## src/rtl/dma_cfg.svh

```systemverilog
// dma configuration macros for address, packet and count widths
`ifndef DMA_CFG_SVH
`define DMA_CFG_SVH

// ################################################
// widths
// ################################################

`define DMA_AW 32                // address and data word

// mesh packet, head of 40 bits plus two words
`define DMA_PW (2*`DMA_AW+40)

`define DMA_CW 16                // one half of the 2d count

`endif

```

## src/rtl/dma_pkg.sv

```systemverilog
// dma sequencer state and transfer count types
`default_nettype none

`include "dma_cfg.svh"

package dma_pkg;

   typedef enum logic [1:0] {
      ST_IDLE,                         // waiting for start
      ST_RUN,                          // beats flowing
      ST_LAST                          // done cycle after the final beat
   } dma_state_e;

   typedef logic [`DMA_CW-1:0] dma_half_t;

   // outer loop in the upper half
   typedef struct packed {
      dma_half_t outer;
      dma_half_t inner;
   } dma_count_t;

endpackage

`default_nettype wire

```

## src/rtl/emesh_pkg.sv

```systemverilog
// emesh packet field types shared by the packet decoder and encoder
`default_nettype none

`include "dma_cfg.svh"

package emesh_pkg;

   // head of a packet, low 40 bits, write in bit 0
   typedef struct packed {
      logic [`DMA_AW-1:0] dstaddr;
      logic [4:0]         ctrlmode;
      logic [1:0]         datamode;
      logic               write;
   } emesh_ctrl_t;

   typedef struct packed {
      logic [`DMA_AW-1:0] data_hi;     // upper word of a 64 bit write
      logic [`DMA_AW-1:0] data;
   } emesh_wr_t;

   typedef struct packed {
      logic [`DMA_AW-1:0] retaddr;     // where the read response goes
      logic [`DMA_AW-1:0] rsvd;
   } emesh_rd_t;

   // upper 64 bits, meaning depends on the write bit
   typedef union packed {
      emesh_wr_t wr;
      emesh_rd_t rd;
   } emesh_payload_u;

endpackage

`default_nettype wire

```

## src/rtl/dma_datapath.sv

```systemverilog
// dma datapath, steps count and addresses, muxes packet fields, registers output
`timescale 1ns/1ps
`default_nettype none

`include "dma_cfg.svh"

module dma_datapath
   import dma_pkg::*;
   import emesh_pkg::*;
(
   input  wire logic               clk,
   input  wire logic               arst_n,
   input  wire logic               master_mode,
   input  wire logic [1:0]         datamode,
   input  wire logic [4:0]         ctrlmode,
   input  wire logic [31:0]        stride,
   input  wire logic               update2d,
   input  wire logic               beat,
   input  wire dma_half_t          inner_start,
   input  wire dma_count_t         count_reg,
   input  wire logic [`DMA_AW-1:0] srcaddr_reg,
   input  wire logic [`DMA_AW-1:0] dstaddr_reg,
   input  wire dma_state_e         state,
   input  wire logic               write_in,
   input  wire logic [1:0]         datamode_in,
   input  wire logic [4:0]         ctrlmode_in,
   input  wire logic [`DMA_AW-1:0] dstaddr_in,
   input  wire emesh_payload_u     payload_in,
   input  wire logic               wait_in,
   output dma_count_t              count_next,
   output logic [`DMA_AW-1:0]      srcaddr_next,
   output logic [`DMA_AW-1:0]      dstaddr_next,
   output logic                    write_out,
   output logic [1:0]              datamode_out,
   output logic [4:0]              ctrlmode_out,
   output logic [`DMA_AW-1:0]      dstaddr_out,
   output emesh_payload_u          payload_out,
   input  wire logic [`DMA_PW-1:0] packet,
   output logic                    access_out,
   output logic [`DMA_PW-1:0]      packet_out,
   output logic                    wait_out
);

   // ################################################
   // count and address stepping
   // ################################################

   always_comb begin
      if (update2d) begin                   // inner wrapped, step outer
         count_next.outer = count_reg.outer - 1'b1;
         count_next.inner = inner_start;
      end else begin
         count_next.outer = count_reg.outer;
         count_next.inner = count_reg.inner - 1'b1;
      end
   end

   // signed 16 bit steps, src low half, dst high half
   assign srcaddr_next = srcaddr_reg + {{(`DMA_AW-16){stride[15]}}, stride[15:0]};
   assign dstaddr_next = dstaddr_reg + {{(`DMA_AW-16){stride[31]}}, stride[31:16]};

   // ################################################
   // master/slave field mux
   // ################################################

   assign write_out    = master_mode ? 1'b0     : write_in;     // master sends reads
   assign datamode_out = master_mode ? datamode : datamode_in;
   assign ctrlmode_out = master_mode ? ctrlmode : ctrlmode_in;

   // sequenced address on every beat
   // slave head passes unchanged otherwise, never launched then
   assign dstaddr_out = (master_mode || beat) ? dstaddr_reg : dstaddr_in;

   always_comb begin
      if (master_mode) begin
         payload_out.rd.retaddr = srcaddr_reg;   // read data comes back here
         payload_out.rd.rsvd    = '0;
      end else begin
         payload_out.wr = payload_in.wr;         // write data untouched
      end
   end

   // ################################################
   // output register
   // ################################################

   always_ff @(posedge clk) begin
      if (!wait_in) packet_out <= packet;
   end

   always_ff @(posedge clk or negedge arst_n) begin
      if (!arst_n) begin
         access_out <= 1'b0;
      end else if (!wait_in) begin
         access_out <= beat;                     // one packet per accepted beat
      end
   end

   assign wait_out = wait_in;                    // slave stream sees the same pushback

   // output frozen for a cycle of pushback
   a_hold_on_wait: assert property (
      @(posedge clk) disable iff (!arst_n)
      $past(wait_in) |-> ($stable(packet_out) && $stable(access_out)));

   // a fresh access only ever comes from a running sequencer
   a_access_from_run: assert property (
      @(posedge clk) disable iff (!arst_n)
      $rose(access_out) |-> $past(state == ST_RUN));

endmodule

`default_nettype wire

```

## src/rtl/dma_engine.sv

```systemverilog
// dma engine top, sequencer and datapath around the mesh packet codec
`timescale 1ns/1ps
`default_nettype none

`include "dma_cfg.svh"

module dma_engine
   import dma_pkg::*;
   import emesh_pkg::*;
(
   input  wire logic               clk,
   input  wire logic               arst_n,
   // configuration
   input  wire logic               start,
   input  wire logic               master_mode,
   input  wire logic [1:0]         datamode,
   input  wire logic [4:0]         ctrlmode,
   input  wire logic [31:0]        stride,
   input  wire dma_count_t         count,
   input  wire logic [`DMA_AW-1:0] srcaddr,
   input  wire logic [`DMA_AW-1:0] dstaddr,
   output logic                    busy,
   output logic                    done,
   // slave stream in
   input  wire logic               access_in,
   input  wire logic [`DMA_PW-1:0] packet_in,
   output logic                    wait_out,
   // packet stream out
   output logic                    access_out,
   output logic [`DMA_PW-1:0]      packet_out,
   input  wire logic               wait_in
);

   // ################################################
   // internal nets, names match the sub-block ports
   // ################################################

   dma_count_t         count_reg, count_next;
   logic [`DMA_AW-1:0] srcaddr_reg, dstaddr_reg;
   logic [`DMA_AW-1:0] srcaddr_next, dstaddr_next;
   dma_half_t          inner_start;
   dma_state_e         state;
   logic               update2d;
   logic               beat;
   logic               write_in, write_out;
   logic [1:0]         datamode_in, datamode_out;
   logic [4:0]         ctrlmode_in, ctrlmode_out;
   logic [`DMA_AW-1:0] dstaddr_in, dstaddr_out;
   emesh_payload_u     payload_in, payload_out;
   logic [`DMA_PW-1:0] packet;

   dma_seq      u_seq (.*);                       // registers and loop control
   emesh_decode u_decode (.*);                    // slave packet fields
   dma_datapath u_datapath (.*);                  // stepping, mux, output register
   emesh_encode u_encode (.*);                    // fields back into a packet

endmodule

`default_nettype wire

```

## src/rtl/dma_seq.sv

```systemverilog
// dma sequencer, holds transfer registers and runs the 2d beat loop
`timescale 1ns/1ps
`default_nettype none

`include "dma_cfg.svh"

module dma_seq
   import dma_pkg::*;
(
   input  wire logic               clk,
   input  wire logic               arst_n,
   input  wire logic               start,
   input  wire logic               master_mode,
   input  wire logic               access_in,
   input  wire logic               wait_in,
   input  wire dma_count_t         count,
   input  wire logic [`DMA_AW-1:0] srcaddr,
   input  wire logic [`DMA_AW-1:0] dstaddr,
   input  wire dma_count_t         count_next,
   input  wire logic [`DMA_AW-1:0] srcaddr_next,
   input  wire logic [`DMA_AW-1:0] dstaddr_next,
   output dma_count_t              count_reg,
   output logic [`DMA_AW-1:0]      srcaddr_reg,
   output logic [`DMA_AW-1:0]      dstaddr_reg,
   output dma_half_t               inner_start,
   output logic                    update2d,
   output logic                    beat,
   output logic                    busy,
   output logic                    done,
   output dma_state_e              state
);

   dma_state_e state_next;
   logic       load;
   logic       last_beat;

   // ################################################
   // beat and loop decisions
   // ################################################

   assign busy = (state == ST_RUN);
   assign done = (state == ST_LAST);              // one cycle, busy already low
   assign load = start && !busy;                  // start while running is dropped

   // slave beats need an incoming packet
   assign beat = busy && !wait_in && (master_mode || access_in);

   assign update2d  = (count_reg.inner == dma_half_t'(1)) &&
                      (count_reg.outer > dma_half_t'(1));
   assign last_beat = beat && (count_reg.outer == dma_half_t'(1)) &&
                      (count_reg.inner == dma_half_t'(1));

   always_comb begin
      state_next = state;
      case (state)
         ST_IDLE, ST_LAST: state_next = load ? ST_RUN : ST_IDLE;
         ST_RUN:           if (last_beat) state_next = ST_LAST;
         default:          state_next = ST_IDLE;
      endcase
   end

   always_ff @(posedge clk or negedge arst_n) begin
      if (!arst_n) state <= ST_IDLE;
      else         state <= state_next;
   end

   // transfer registers
   always_ff @(posedge clk) begin
      if (load) begin
         count_reg   <= count;
         srcaddr_reg <= srcaddr;
         dstaddr_reg <= dstaddr;
         inner_start <= count.inner;              // reload value for each outer pass
      end else if (beat) begin
         count_reg   <= count_next;
         srcaddr_reg <= srcaddr_next;
         dstaddr_reg <= dstaddr_next;
      end
   end

   a_count_live: assert property (
      @(posedge clk) disable iff (!arst_n)
      busy |-> (count_reg != '0));

   a_done_pulse: assert property (
      @(posedge clk) disable iff (!arst_n)
      done |=> !done);

endmodule

`default_nettype wire

```

## src/rtl/emesh_decode.sv

```systemverilog
// emesh packet decoder, splits a packet into head fields and payload
`timescale 1ns/1ps
`default_nettype none

`include "dma_cfg.svh"

module emesh_decode
   import emesh_pkg::*;
(
   input  wire logic [`DMA_PW-1:0] packet_in,
   output logic                    write_in,
   output logic [1:0]              datamode_in,
   output logic [4:0]              ctrlmode_in,
   output logic [`DMA_AW-1:0]      dstaddr_in,
   output emesh_payload_u          payload_in
);

   emesh_ctrl_t head;

   // ################################################
   // field split
   // ################################################

   assign head = packet_in[39:0];           // low 40 bits are the head

   assign write_in    = head.write;
   assign datamode_in = head.datamode;
   assign ctrlmode_in = head.ctrlmode;
   assign dstaddr_in  = head.dstaddr;

   // both words above the head, caller picks the view
   assign payload_in = packet_in[`DMA_PW-1:40];

endmodule

`default_nettype wire

```

## src/rtl/emesh_encode.sv

```systemverilog
// emesh packet encoder, packs head fields and payload into one packet
`timescale 1ns/1ps
`default_nettype none

`include "dma_cfg.svh"

module emesh_encode
   import emesh_pkg::*;
(
   input  wire logic               write_out,
   input  wire logic [1:0]         datamode_out,
   input  wire logic [4:0]         ctrlmode_out,
   input  wire logic [`DMA_AW-1:0] dstaddr_out,
   input  wire emesh_payload_u     payload_out,
   output logic [`DMA_PW-1:0]      packet
);

   emesh_ctrl_t head;

   // ################################################
   // head build
   // ################################################

   assign head.write    = write_out;
   assign head.datamode = datamode_out;
   assign head.ctrlmode = ctrlmode_out;
   assign head.dstaddr  = dstaddr_out;

   // same layout as the decoder, payload on top
   assign packet = {payload_out, head};

endmodule

`default_nettype wire

```

## config.mk

```make
export PLATFORM = sky130hd
export DESIGN_NAME = dma_engine
export DESIGN_NICKNAME = d
export VERILOG_FILES = /design/src/rtl/dma_pkg.sv /design/src/rtl/emesh_pkg.sv /design/src/rtl/dma_datapath.sv /design/src/rtl/dma_engine.sv /design/src/rtl/dma_seq.sv /design/src/rtl/emesh_decode.sv /design/src/rtl/emesh_encode.sv
export VERILOG_INCLUDE_DIRS = /design/src /design/src/rtl
export SDC_FILE = /design/constraint.sdc
export NUM_CORES = 1
export LEC_CHECK = 0
export BUFFER_PORTS_ARGS = -buffer_cell sky130_fd_sc_hd__buf_2
export CORE_MARGIN = 2
export CORE_UTILIZATION = 48
export CTS_CLUSTER_DIAMETER = 60
export CTS_CLUSTER_SIZE = 30
export DETAILED_ROUTE_END_ITERATION = 10
export PLACE_DENSITY = 0.85
export SETUP_SLACK_MARGIN = 0.02
export SLEW_MARGIN = 5
export SYNTH_ARGS = -nofsm -noshare
export SYNTH_HDL_FRONTEND = slang
export SYNTH_SLANG_ARGS = --single-unit
```

## constraint.sdc

```tcl
create_clock -name clk -period 3.7 [get_ports clk]
set_input_delay 0.185 -clock clk [delete_from_list [all_inputs] [get_ports clk]]
set_output_delay 0.185 -clock clk [all_outputs]
set_load 0.01 [all_outputs]
```

==> impl_results.md <==
* CP endpoint kind: flop
* Final TNS setup at 0 ps
* Layout overhead on the synthesized area at 38.5%
* Post-Synth Adder-Cell Area at 0.0685
* Fin. max-slew vios at 0
* Number of distinct library cells after synthesis at 70
* Clock Sinks at between 200 and 250
* Critical path fanouts, max at 4
* FP Rows at slightly below 60
* Initial antenna violation count at 7
* Multiplexer area fraction after synthesis at 0.0658
* Complex-gate fraction of the synthesized area at 0.150
* Dpl hpwl at between 20,000 and 25,000 um
* Part of the cycle the worst path needs at 0.878
* Fmax at 0.308 GHz
* Seq/Total Area, Yosys at 0.519
* Die Area at approximately 28,000 um^2
* Core Area at 26,000 um^2
* Tmin final at approximately 3200 ps
* DRC errors left at 0
* GR Layer Usage met1 at 0.308
* Simple-Gate Fraction of Synth Area at 0.118
* Detailed Route WL at between 30,000 and 40,000 um
* Die height at between 150 and 200 um
* TritonCTS Buffers at 22
* Max-slew headroom at 0.345
* Port Buffer Count at approximately 350
* Most numerous cell in the Yosys netlist: edfxtp_1
* Synth Cell Area at 12,600 um^2
* Ys Warns at 0
* Final setup viols at 0
* Final Skew at 17.9 ps
* Area after DPL at approximately 15,000 um^2
* Largest net degree at the start of global routing at between 70 and 80
* VDD IR max at 0.480 mV
* Via count at around 12,000
* Unrepaired setup endpoints after global routing: false
* First-pass detailed-route iteration total at 8
* Routing usage on met3 at 0.0455
* Die width at roughly 170 um
* Run status: finished clean
* Post-synthesis register bit count at about 220
* Final core utilization at 0.673
* Pwr dens at 550 nW/um^2
* Post-route cell area at 17,500 um^2
* Initial Util at 0.486
* Max Cap Viol at 0
* R2R Setup Slk at around 450 ps
* Syn Inst Count at around 1,100
* Worst Hold Class: input pin to flop
* Syn Nets at between 1,000 and 1,500
* EDFF count, synth at 216
* Max FFs per register at ~100
* Met2 track demand over resource at 0.505
* CTS tree: done
* Vias in the first global route at 11,700
* Wirelength per Cell at ~20 um
* Area contributors post-synth: edfxtp_1, ha_1, mux2_2
* Gpl congestion at slightly above 0.9
* Measured slew at the worst slew-check pin at 980 ps
* Syn Area/Cell at between 10 and 15 um^2
* Largest Register: u_datapath.packet_out
* CP arrival at between 3000 and 4000 ps
* Final hold viol count at 0
* First-pass GRT wire length at between 60,000 and 70,000 um
* Biggest area consumer among synthesized cells: edfxtp_1
* Dominant synthesized flop cell: edfxtp_1
* Final ANT Viol Nets at 0
* CTS H-tree lvls at 1
* XOR/XNOR share of the synthesized area at 0.0555
* Startpoint Class: flop
* Postcts setup bufs at 0
* Global route total overflow at 0
* Worst endpoint required time at approximately 4000 ps
* Gr usage total at 0.274
* Fin nets at approximately 2,000
* I/O Pins at around 350
* Clock transition at path regs at 90 ps
* Vias/cell at ~5.7
* Async SR Flop Fraction at 0.0137
* Synth top cells by count: edfxtp_1, nand2_1, a21oi_1
* CP Class: flop to flop
* DR iter-0 viols at slightly below 1,000
* Clk Latency, worst-skew pair at around 520 ps
* Synth top area share at 0.513
* Lkg Pwr at 7.19 nW
* Clock tree buffer depth at 3
* CTS Root Cell: clkbuf_16
* Grt peak-use layer: met2
* Share of layout cells above drive strength 1 at 0.299
* Largest family of logic cells by synthesized area: compound AO/OA/AOI/OAI gates
==> metal layers <==
| metal | wire, um | share of wire |
|---|---|---|
| met5 | 0 | 0 |
| met4 | 2000 | 0.050 |
| met3 | 2930 | 0.074 |
| met2 | 20400 | 0.51 |
| met1 | 14300 | 0.36 |
==> worst max-delay path, stage by stage, from the launching register on <==
cell	delay, ps
edfxtp_1	360
ha_1	230
fa_1	240
a21oi_1	90
o21ai_0	210
a21oi_1	190
o21ai_2	290
nand4_1	170
a2111oi_1	730
o211ai_1	240
nand4b_1	150
o211ai_1	90
==> cell families (layout without fill, tap and decap cells) <==
logic type / count (synthesis) / in the layout
other cells: 0 / 8
compound gates: 302 / 302
simple gates: 315 / 315
mux: 74 / 74
xor+xnor: 80 / 80
fa+ha+maj: 68 / 68
flops: 219 / 219
buf+inv: 71 / 619
==> report_power, final <==
| part | switching (mW) | leakage (nW) | total (mW) | internal [mW] |
|---|---|---|---|---|
| registers | 0.249 | 2.10 | 3.61 | 3.36 |
| clock network | 1.25 | 0.402 | 2.52 | 1.28 |
| logic | 1.89 | 4.69 | 3.50 | 1.61 |
| total | 3.39 | 7.19 | 9.63 | 6.24 |
==> path summary, 6_finish.rpt <==
kind,start,end,cells after the start
setup / recovery,u_seq.srcaddr_reg[0],u_seq.srcaddr_reg[28],11
setup reg to reg,u_seq.srcaddr_reg[0],u_seq.srcaddr_reg[28],11
min in group asynchronous,arst_n,u_seq.state[1],3
hold reg to reg,u_seq.state[0],u_seq.state[0],1
hold / removal,packet_in[42],u_datapath.packet_out[42],2
max in group asynchronous,arst_n,u_datapath.access_out,3
==> area by class of cell <==
class / instances / area, um^2
Antenna cell: 8 / 20.0
Clock buffer: 24 / 579
Clock inverter: 16 / 246
Fill cell: 1778 / 8490
Inverter: 25 / 98.8
Multi-Input combinational cell: 839 / 5810
Sequential cell: 219 / 6560
Tap cell: 335 / 419
Timing Repair Buffer: 554 / 3770
==> per-stage QoR <==
stage | cells | setup WS (ps) | hold slack [ps] | total power [mW]
floorplan | 1129 | 205 | -111 | 5.92
global placement | 1782 | 554 | -16.9 | 6.67
detailed placement | 1782 | 517 | -14.7 | 6.80
CTS | 2012 | 491 | 1.56 | 9.49
global route | 2019 | 204 | 26.7 | 10.1
finish | 2020 | 450 | 18.7 | 9.63
==> cell usage in the layout, fill, tap and decap left out, types with 3 or more instances in the layout <==
cell           netlist  routed
xor2_1              29      29
dfrtp_1              3       3
dlygate4sd3_1        0     190
nand2b_1             4       4
o21a_1               7       7
nand4b_1             3       3
o31ai_1             14      14
mux2_2              72      72
o211ai_1             4       4
a21boi_0             3       3
a21oi_1             97      97
nor2b_1             40      40
buf_4                1      12
nand4_1              8       8
inv_1               25      23
ha_1                66      66
a21o_1              31      31
and3_1               3       3
o31ai_2             10      10
a211oi_1             8       8
o21ai_1             12      13
o21bai_1            11      11
nand3_1             17      17
clkinv_8             0       3
xnor2_1             51      51
and2_1               6       6
inv_12               0       5
nor4_1               8       8
clkbuf_16            0      23
o21ai_0             76      75
nor3_1              13      13
or3_1                3       3
buf_2                2     351
nand2_1            124     122
inv_16               0       4
nor2_1              74      73
diode_2              0       8
a31oi_1              7       7
edfxtp_1           216     216
==> what timing repair did <==
action | CTS | global route
gates resized for setup | 0 | 0
endpoints found under the setup margin | 0 | 0
endpoints found under the hold margin | 198 | 0
hold buffers | 190 | 0
Note: power is estimated with default switching activity, not from simulation.
